--- src/verilog/dispatch_pkg.sv ---
// dispatch unit shared definitions
// sizes of the core cluster and FIFO, and the register map seen by each core

`default_nettype none

package dispatch_pkg;

  // cluster size, also the width of a team mask
  localparam int NB_CORES   = 4;

  // number of dispatch entries and the matching pointer width
  localparam int FIFO_DEPTH = 4;
  localparam int PTR_W      = $clog2(FIFO_DEPTH);

  // core bus widths
  localparam int DATA_W     = 32;
  localparam int ADDR_W     = 2;

  // register offsets
  // write pushes a value for the current team
  localparam logic [ADDR_W-1:0] REG_PUSH = 2'd0;
  // write sets the team mask from the low NB_CORES data bits
  localparam logic [ADDR_W-1:0] REG_TEAM = 2'd1;
  // read blocks until a value for this core is available
  localparam logic [ADDR_W-1:0] REG_POP  = 2'd2;

endpackage

`default_nettype wire

--- src/verilog/dispatch_reg_decode.sv ---
// dispatch register decoder
// splits every core's bus access into FIFO writes, pop reads and
// reads of other offsets, purely combinational

`timescale 1ns/1ns
`default_nettype none

module dispatch_reg_decode (
  // core bus side
  input  logic [dispatch_pkg::NB_CORES-1:0]                           core_req_i,
  input  logic [dispatch_pkg::NB_CORES-1:0]                           core_we_i,
  input  logic [dispatch_pkg::NB_CORES-1:0][dispatch_pkg::ADDR_W-1:0] core_addr_i,
  input  logic [dispatch_pkg::NB_CORES-1:0][dispatch_pkg::DATA_W-1:0] core_wdata_i,

  // writes towards the FIFO
  output logic [dispatch_pkg::NB_CORES-1:0]                           w_req_o,
  output logic [dispatch_pkg::NB_CORES-1:0][dispatch_pkg::ADDR_W-1:0] reg_sel_o,
  output logic [dispatch_pkg::NB_CORES-1:0][dispatch_pkg::DATA_W-1:0] w_data_o,

  // reads towards the responders
  output logic [dispatch_pkg::NB_CORES-1:0]                           pop_req_o,
  output logic [dispatch_pkg::NB_CORES-1:0]                           rd_other_o
);

  import dispatch_pkg::*;

  // per-core access classification
  logic [NB_CORES-1:0] is_wr;
  logic [NB_CORES-1:0] is_rd;
  logic [NB_CORES-1:0] addr_mapped_wr;

  always_comb begin
    for (int c = 0; c < NB_CORES; c++) begin
      // split the request by direction
      is_wr[c] = core_req_i[c] & core_we_i[c];
      is_rd[c] = core_req_i[c] & ~core_we_i[c];

      // only push and team registers accept writes
      addr_mapped_wr[c] = (core_addr_i[c] == REG_PUSH) ||
                          (core_addr_i[c] == REG_TEAM);
    end
  end

  always_comb begin
    for (int c = 0; c < NB_CORES; c++) begin
      // writes to REG_POP or unmapped offsets are dropped
      w_req_o[c]   = is_wr[c] & addr_mapped_wr[c];
      reg_sel_o[c] = core_addr_i[c];

      // zero data on idle lanes so the FIFO can OR the lanes together
      if (w_req_o[c]) begin
        w_data_o[c] = core_wdata_i[c];
      end else begin
        w_data_o[c] = '0;
      end

      // a read is either a pop or a read of any other offset
      pop_req_o[c]  = is_rd[c] & (core_addr_i[c] == REG_POP);
      rd_other_o[c] = is_rd[c] & (core_addr_i[c] != REG_POP);
    end
  end

endmodule

`default_nettype wire

--- src/verilog/dispatch_fifo.sv ---
// dispatch FIFO
// shared circular value store with per-entry team status bits and one
// read pointer per core that skips entries not meant for that core

`timescale 1ns/1ns
`default_nettype none

module dispatch_fifo (
  input  logic                                                        clk_i,
  input  logic                                                        rst_ni,

  // writes from the decoder, one lane per core
  input  logic [dispatch_pkg::NB_CORES-1:0]                           w_req_i,
  input  logic [dispatch_pkg::NB_CORES-1:0][dispatch_pkg::ADDR_W-1:0] reg_sel_i,
  input  logic [dispatch_pkg::NB_CORES-1:0][dispatch_pkg::DATA_W-1:0] w_data_i,

  // pop handshake with the responders
  input  logic [dispatch_pkg::NB_CORES-1:0]                           pop_req_i,
  input  logic [dispatch_pkg::NB_CORES-1:0]                           pop_ack_i,
  output logic [dispatch_pkg::NB_CORES-1:0][dispatch_pkg::DATA_W-1:0] dispatch_value_o,
  output logic [dispatch_pkg::NB_CORES-1:0]                           dispatch_event_o
);

  import dispatch_pkg::*;

  // value storage
  logic [FIFO_DEPTH-1:0][DATA_W-1:0]   fifo_q;

  // prepared team mask and per-entry status
  logic [NB_CORES-1:0]                 team_q, team_d;
  logic [FIFO_DEPTH-1:0][NB_CORES-1:0] stat_q, stat_d;
  logic [FIFO_DEPTH-1:0][NB_CORES-1:0] clr_stat;

  // pointers and per-core pop tracking
  logic [PTR_W-1:0]                    wptr_q, wptr_d;
  logic [NB_CORES-1:0][PTR_W-1:0]      rptr_q, rptr_d;
  logic [NB_CORES-1:0]                 in_progr_q, in_progr_d;
  logic [NB_CORES-1:0]                 incr_del_q;

  // OR-reduced write lanes
  logic                                push;
  logic                                team_wr;
  logic [DATA_W-1:0]                   push_data;
  logic [DATA_W-1:0]                   team_data;

  // combine the write lanes of all cores
  always_comb begin
    push      = 1'b0;
    team_wr   = 1'b0;
    push_data = '0;
    team_data = '0;
    for (int c = 0; c < NB_CORES; c++) begin
      if (w_req_i[c] && (reg_sel_i[c] == REG_PUSH)) begin
        push      = 1'b1;
        push_data = push_data | w_data_i[c];
      end
      if (w_req_i[c] && (reg_sel_i[c] == REG_TEAM)) begin
        team_wr   = 1'b1;
        team_data = team_data | w_data_i[c];
      end
    end
  end

  // per-core read side
  always_comb begin
    clr_stat         = '0;
    dispatch_event_o = '0;
    in_progr_d       = in_progr_q;
    rptr_d           = rptr_q;
    for (int c = 0; c < NB_CORES; c++) begin
      dispatch_value_o[c] = fifo_q[rptr_q[c]];

      if (pop_req_i[c] || in_progr_q[c]) begin
        in_progr_d[c] = 1'b1;
        if (stat_q[rptr_q[c]][c]) begin
          // entry at the read pointer is meant for this core
          dispatch_event_o[c] = 1'b1;
        end else if (rptr_q[c] != wptr_q) begin
          // skip foreign entries, stop at the write pointer
          rptr_d[c] = rptr_q[c] + PTR_W'(1);
        end
      end

      // value taken, drop this core's status bit
      if (in_progr_q[c] && pop_ack_i[c]) begin
        in_progr_d[c]            = 1'b0;
        clr_stat[rptr_q[c]][c]   = 1'b1;
      end

      // pointer moves on one cycle after the acknowledge
      if (incr_del_q[c]) begin
        rptr_d[c] = rptr_q[c] + PTR_W'(1);
      end
    end
  end

  // write side and status update
  always_comb begin
    team_d = team_q;
    wptr_d = wptr_q;
    stat_d = stat_q & ~clr_stat;

    if (push) begin
      // new entry takes the prepared team, overwriting any live bits
      stat_d[wptr_q] = team_q;
      wptr_d         = wptr_q + PTR_W'(1);
    end

    // new mask applies to pushes from the next cycle on
    if (team_wr) begin
      team_d = team_data[NB_CORES-1:0];
    end
  end

  always_ff @(posedge clk_i or negedge rst_ni) begin
    if (!rst_ni) begin
      team_q     <= '0;
      stat_q     <= '0;
      wptr_q     <= '0;
      rptr_q     <= '0;
      in_progr_q <= '0;
      incr_del_q <= '0;
    end else begin
      team_q     <= team_d;
      stat_q     <= stat_d;
      wptr_q     <= wptr_d;
      rptr_q     <= rptr_d;
      in_progr_q <= in_progr_d;
      incr_del_q <= in_progr_q & pop_ack_i;
    end
  end

  // value storage, written at the write pointer on a push
  always_ff @(posedge clk_i) begin
    if (push) begin
      fifo_q[wptr_q] <= push_data;
    end
  end

endmodule

`default_nettype wire

--- src/verilog/dispatch_read_resp.sv ---
// dispatch read responder
// holds one core's pop until the FIFO flags a value, then acknowledges it
// and returns the value; other reads are answered with zero

`timescale 1ns/1ns
`default_nettype none

module dispatch_read_resp (
  input  logic                            clk_i,
  input  logic                            rst_ni,

  // read requests from the decoder
  input  logic                            pop_req_i,
  input  logic                            rd_other_i,

  // pop handshake with the FIFO
  input  logic                            dispatch_event_i,
  input  logic [dispatch_pkg::DATA_W-1:0] dispatch_value_i,
  output logic                            pop_ack_o,

  // read response to the core
  output logic                            rvalid_o,
  output logic [dispatch_pkg::DATA_W-1:0] rdata_o
);

  import dispatch_pkg::*;

  // pop waiting for a value
  logic              pending_q;
  logic              rvalid_q;
  logic [DATA_W-1:0] rdata_q;

  // take the value as soon as it is flagged for this core
  assign pop_ack_o = pending_q & dispatch_event_i;

  always_ff @(posedge clk_i or negedge rst_ni) begin
    if (!rst_ni) begin
      pending_q <= 1'b0;
      rvalid_q  <= 1'b0;
    end else begin
      // set one cycle after the request, cleared by the acknowledge
      if (pop_req_i) begin
        pending_q <= 1'b1;
      end else if (pop_ack_o) begin
        pending_q <= 1'b0;
      end

      // one response pulse per read
      rvalid_q <= pop_ack_o | rd_other_i;
    end
  end

  // response data
  always_ff @(posedge clk_i) begin
    if (pop_ack_o) begin
      rdata_q <= dispatch_value_i;
    end else if (rd_other_i) begin
      // other offsets read as zero
      rdata_q <= '0;
    end
  end

  assign rvalid_o = rvalid_q;
  assign rdata_o  = rdata_q;

endmodule

`default_nettype wire

--- src/verilog/dispatch_unit_top.sv ---
// dispatch unit top level
// register decoder, shared dispatch FIFO and one read responder per core

`timescale 1ns/1ns
`default_nettype none

module dispatch_unit_top (
  input  logic                                                        clk_i,
  input  logic                                                        rst_ni,

  // per-core register bus
  input  logic [dispatch_pkg::NB_CORES-1:0]                           core_req_i,
  input  logic [dispatch_pkg::NB_CORES-1:0]                           core_we_i,
  input  logic [dispatch_pkg::NB_CORES-1:0][dispatch_pkg::ADDR_W-1:0] core_addr_i,
  input  logic [dispatch_pkg::NB_CORES-1:0][dispatch_pkg::DATA_W-1:0] core_wdata_i,
  output logic [dispatch_pkg::NB_CORES-1:0]                           core_rvalid_o,
  output logic [dispatch_pkg::NB_CORES-1:0][dispatch_pkg::DATA_W-1:0] core_rdata_o
);

  import dispatch_pkg::*;

  // decoder to FIFO
  logic [NB_CORES-1:0]             w_req;
  logic [NB_CORES-1:0][ADDR_W-1:0] reg_sel;
  logic [NB_CORES-1:0][DATA_W-1:0] w_data;

  // decoder to responders
  logic [NB_CORES-1:0]             pop_req;
  logic [NB_CORES-1:0]             rd_other;

  // pop handshake
  logic [NB_CORES-1:0]             pop_ack;
  logic [NB_CORES-1:0]             dispatch_event;
  logic [NB_CORES-1:0][DATA_W-1:0] dispatch_value;

  dispatch_reg_decode u_decode (
    .core_req_i   (core_req_i),
    .core_we_i    (core_we_i),
    .core_addr_i  (core_addr_i),
    .core_wdata_i (core_wdata_i),
    .w_req_o      (w_req),
    .reg_sel_o    (reg_sel),
    .w_data_o     (w_data),
    .pop_req_o    (pop_req),
    .rd_other_o   (rd_other)
  );

  dispatch_fifo u_fifo (
    .clk_i            (clk_i),
    .rst_ni           (rst_ni),
    .w_req_i          (w_req),
    .reg_sel_i        (reg_sel),
    .w_data_i         (w_data),
    .pop_req_i        (pop_req),
    .pop_ack_i        (pop_ack),
    .dispatch_value_o (dispatch_value),
    .dispatch_event_o (dispatch_event)
  );

  // one responder per core
  for (genvar c = 0; c < NB_CORES; c++) begin : g_resp
    dispatch_read_resp u_resp (
      .clk_i            (clk_i),
      .rst_ni           (rst_ni),
      .pop_req_i        (pop_req[c]),
      .rd_other_i       (rd_other[c]),
      .dispatch_event_i (dispatch_event[c]),
      .dispatch_value_i (dispatch_value[c]),
      .pop_ack_o        (pop_ack[c]),
      .rvalid_o         (core_rvalid_o[c]),
      .rdata_o          (core_rdata_o[c])
    );
  end

endmodule

`default_nettype wire

--- config.mk ---
export PLATFORM = sky130hd
export DESIGN_NAME = dispatch_unit_top
export DESIGN_NICKNAME = d
export VERILOG_FILES = /design/src/verilog/dispatch_pkg.sv /design/src/verilog/dispatch_reg_decode.sv /design/src/verilog/dispatch_fifo.sv /design/src/verilog/dispatch_read_resp.sv /design/src/verilog/dispatch_unit_top.sv
export SDC_FILE = /design/constraint.sdc
export NUM_CORES = 1
export LEC_CHECK = 0
export ABC_AREA = 1
export BUFFER_PORTS_ARGS = -buffer_cell sky130_fd_sc_hd__buf_2
export CAP_MARGIN = 20
export CORE_AREA = 2 2 202 204
export CTS_CLUSTER_DIAMETER = 40
export CTS_CLUSTER_SIZE = 10
export DETAILED_ROUTE_END_ITERATION = 8
export DIE_AREA = 0 0 204 206
export GPL_TIMING_DRIVEN = 0
export PLACE_DENSITY = 0.67
export SYNTH_ARGS = -nofsm -noshare
export SYNTH_HDL_FRONTEND = slang
export SYNTH_SLANG_ARGS = --single-unit
--- constraint.sdc ---
create_clock -name clk_i -period 2.9 [get_ports clk_i]
set_input_delay 0.435 -clock clk_i [delete_from_list [all_inputs] [get_ports clk_i]]
set_output_delay 0.435 -clock clk_i [all_outputs]
set_load 0.005 [all_outputs]
==> metrics.cfg <==
[outcome]
status=completed

[clock_network]
post_cts_buffers=0
clk_pin_slew_ps=50
clkLatencyLatePin_ps=550
max-clock-path-buffers=3
cts_max_level=2
cts_tree=yes
cts_resized=0
hold_buffers=0
cts-root-buf=clkbuf_16
cts_buffers=43
numClockSinks=302

[synthesis]
synth_top_area_cell=edfxtp_1
ys_ff_latch=302
synth_edf_count=256
yosys_warnings=0
syn_inst=1629
yosys-top-cells-area=edfxtp_1, nand2_1, dfrtp_1
yosysSeqAreaShare_pct=56.33
syn_area_per_cell_sq_um=9.632
synth_top_flop_cell=edfxtp_1
async_reset_ff_share_pct=15.23
syn_area_sq_um=15690
synth_top_area_share_pct=49.00
synth_nets=1795
synth_cell_types=29

[worst_setup_path]
path_cells=buf_6, clkinv_2, nand2_1, nand3_1, nand2_1, nor2_4, nand2_4, buf_6, nand2_2, buf_16
r2r_slack_ps=430
slowest_delay_ps=480
critPathSlowestCell=nand2_2
reg2reg_to=g_resp[3].u_resp.rdata_o[16]
path_max_fanout=18
critPathCaptureType=register
crit_path_start=u_fifo.rptr_q[6]
timing.rr.start=u_fifo.rptr_q[6]
endpoint=g_resp[3].u_resp.rdata_o[16]
arrival_ps=2710
cp-start-kind=register
worstRegToRegCells=10
path_class=reg -> reg
worstPathRequired_ps=3140

[route]
drc_errors=0
drtPass1Iterations=8
vias=14260
viasPerCell=5.648
wl_per_cell_um=23.15
ant_nets=0
drtIter0Drc=1884
wirelength_um=58460

[worst_hold_path]
hold_depth=5
min_from=core_wdata_i[1]
min_path_type=in -> reg

[global_routing]
grt_use_met1_pct=34.82
grt_usage_pct=27.14
antenna_found_initial=2
grt_remaining_overflow=0
grt_pass1_wl_um=83860
grt_max_degree=47
use_met3_pct=6.039
top_usage_layer=met2
grt_use_met2_pct=44.01
first_global_vias=13490

[job]
max_cap_viol_count=0

[sta]
finalHoldViolations=0
rsz0062_at_grt=no
fin_crit_ps=2470
maxSlewViolCount=0
relSlewSlack_pct=24.60
fmax_mhz=404.8
fin_crit_sh_pct=85.17
tightestPinTransition_ps=1131
finClkSkew_ps=27.65
fin_tns_setup_ps=0
whs_ps=211.6
setup_viol_count_final=0

[power_and_ir_drop]
leakage_nw=7.720
peakVddDrop_mv=0.4694
power_mw=19.68
power-per-cell-area_nw_per_um2=1018

[die]
rows=74
num_io_pins=278
core_sq_um=40180
die_height_um=206
initial_utilization_pct=39.05
fp.dieW_um=204
design.die.area_sq_um=42020

[place]
gp_congestion=0.9364
hpwl_um=41550
port_buffers=277
placedCellCount=2449

[cells_and_area]
area.growth.synth_to_final_pct=23.25
fin_cells=2525
drive_above_1_share_pct=24.69
antenna_cells=0
nets=2130

==> critical path: cells and delay by family, from the launching register on <==
| family | cells | cell delay [ps] |
|---|---|---|
| buffers and inverters | 4 | 670 |
| DFF | 1 | 410 |
| and+or+nand+nor | 6 | 1050 |
==> state kept, by name, summed over array words and instances, names as in the netlist <==
name / flops
g_resp.u_resp.pending_q: 4
g_resp.u_resp.rdata_o: 128
g_resp.u_resp.rvalid_o: 4
u_fifo.fifo_q: 128
u_fifo.in_progr_q: 4
u_fifo.incr_del_q: 4
u_fifo.rptr_q: 8
u_fifo.stat_q: 16
u_fifo.team_q: 4
u_fifo.wptr_q: 2
==> per-stage QoR <==
step / util, % / instance area, sq um / setup slack (ps)
after floorplan: - / 15690 / 615.0
after detailed placement: 44.76 / 17980 / 363.2
after CTS: 48.05 / 19310 / 469.6
after global routing: 48.13 / 19340 / 308.3
after global placement: 44.15 / 17740 / -687.1
final: 48.13 / 19340 / 429.9
==> per-layer routing <==
layer | up-vias | wire [um]
met5 | - | 0
met4 | 0 | 2447
met3 | 175 | 6089
met2 | 951 | 27250
met1 | 6694 | 22680
li1 | 6441 | -
==> cells in the final DEF (no fill, tap or decap), types with 21 or more instances in the layout <==
cell / instances
a21oi_1: 202
a21oi_2: 59
buf_2: 309
clkbuf_1: 61
clkbuf_16: 45
dfrtp_1: 46
edfxtp_1: 256
inv_1: 123
nand2_1: 375
nand3_1: 21
nand4_1: 47
nor2_1: 49
o211ai_1: 128
o21ai_0: 150
==> area by class of cell <==
cell class,count,area [sq um]
Buffer,115,625.6
Clock buffer,56,1167
Clock inverter,18,156.4
Fill cell,3743,20850
Inverter,130,500.5
Multi-Input combinational cell,1082,5756
Sequential cell,302,8838
Tap cell,532,665.6
Timing Repair Buffer,290,1629
==> cells by family (layout without fill, tap and decap cells) <==
| logic type | after synthesis | after routing | synth area share (%) |
|---|---|---|---|
| AO/OA/AOI/OAI | 544 | 544 | 20.88 |
| AND/OR/NAND/NOR | 514 | 514 | 13.80 |
| XOR/XNOR | 4 | 4 | 0.2233 |
| buffers and inverters | 245 | 609 | 7.177 |
| adder cells (fa/ha/maj) | 20 | 20 | 1.595 |
| flip-flops | 302 | 302 | 56.33 |
==> synth_stat cells (7+ instances only) <==
cell type / instances
a21oi_2: 59
buf_1: 8
ha_1: 20
clkbuf_1: 50
buf_2: 32
edfxtp_1: 256
o211ai_1: 128
nand4_1: 47
inv_1: 123
nand2_1: 379
dfrtp_1: 46
nand3_1: 21
buf_6: 16
o21ai_0: 150
a21oi_1: 202
nor2_1: 49
nor2_2: 7
buf_4: 9
==> where the power goes <==
| group | total, mW | internal, mW | switching [mW] |
|---|---|---|---|
| clock | 4.86 | 3.00 | 1.86 |
| combinational | 8.37 | 2.51 | 5.87 |
| sequential | 6.44 | 5.89 | 0.551 |
==> how the worst min path moves through the flow <==
stage	endpoint	slack, ps
floorplan	g_resp[0].u_resp.pending_q	140
global placement	u_fifo.team_q[2]	540
detailed placement	u_fifo.team_q[2]	550
CTS	u_fifo.rptr_q[1]	130
global route	u_fifo.team_q[1]	240
finish	u_fifo.team_q[1]	210
Note: power is estimated with default switching activity, not from simulation.
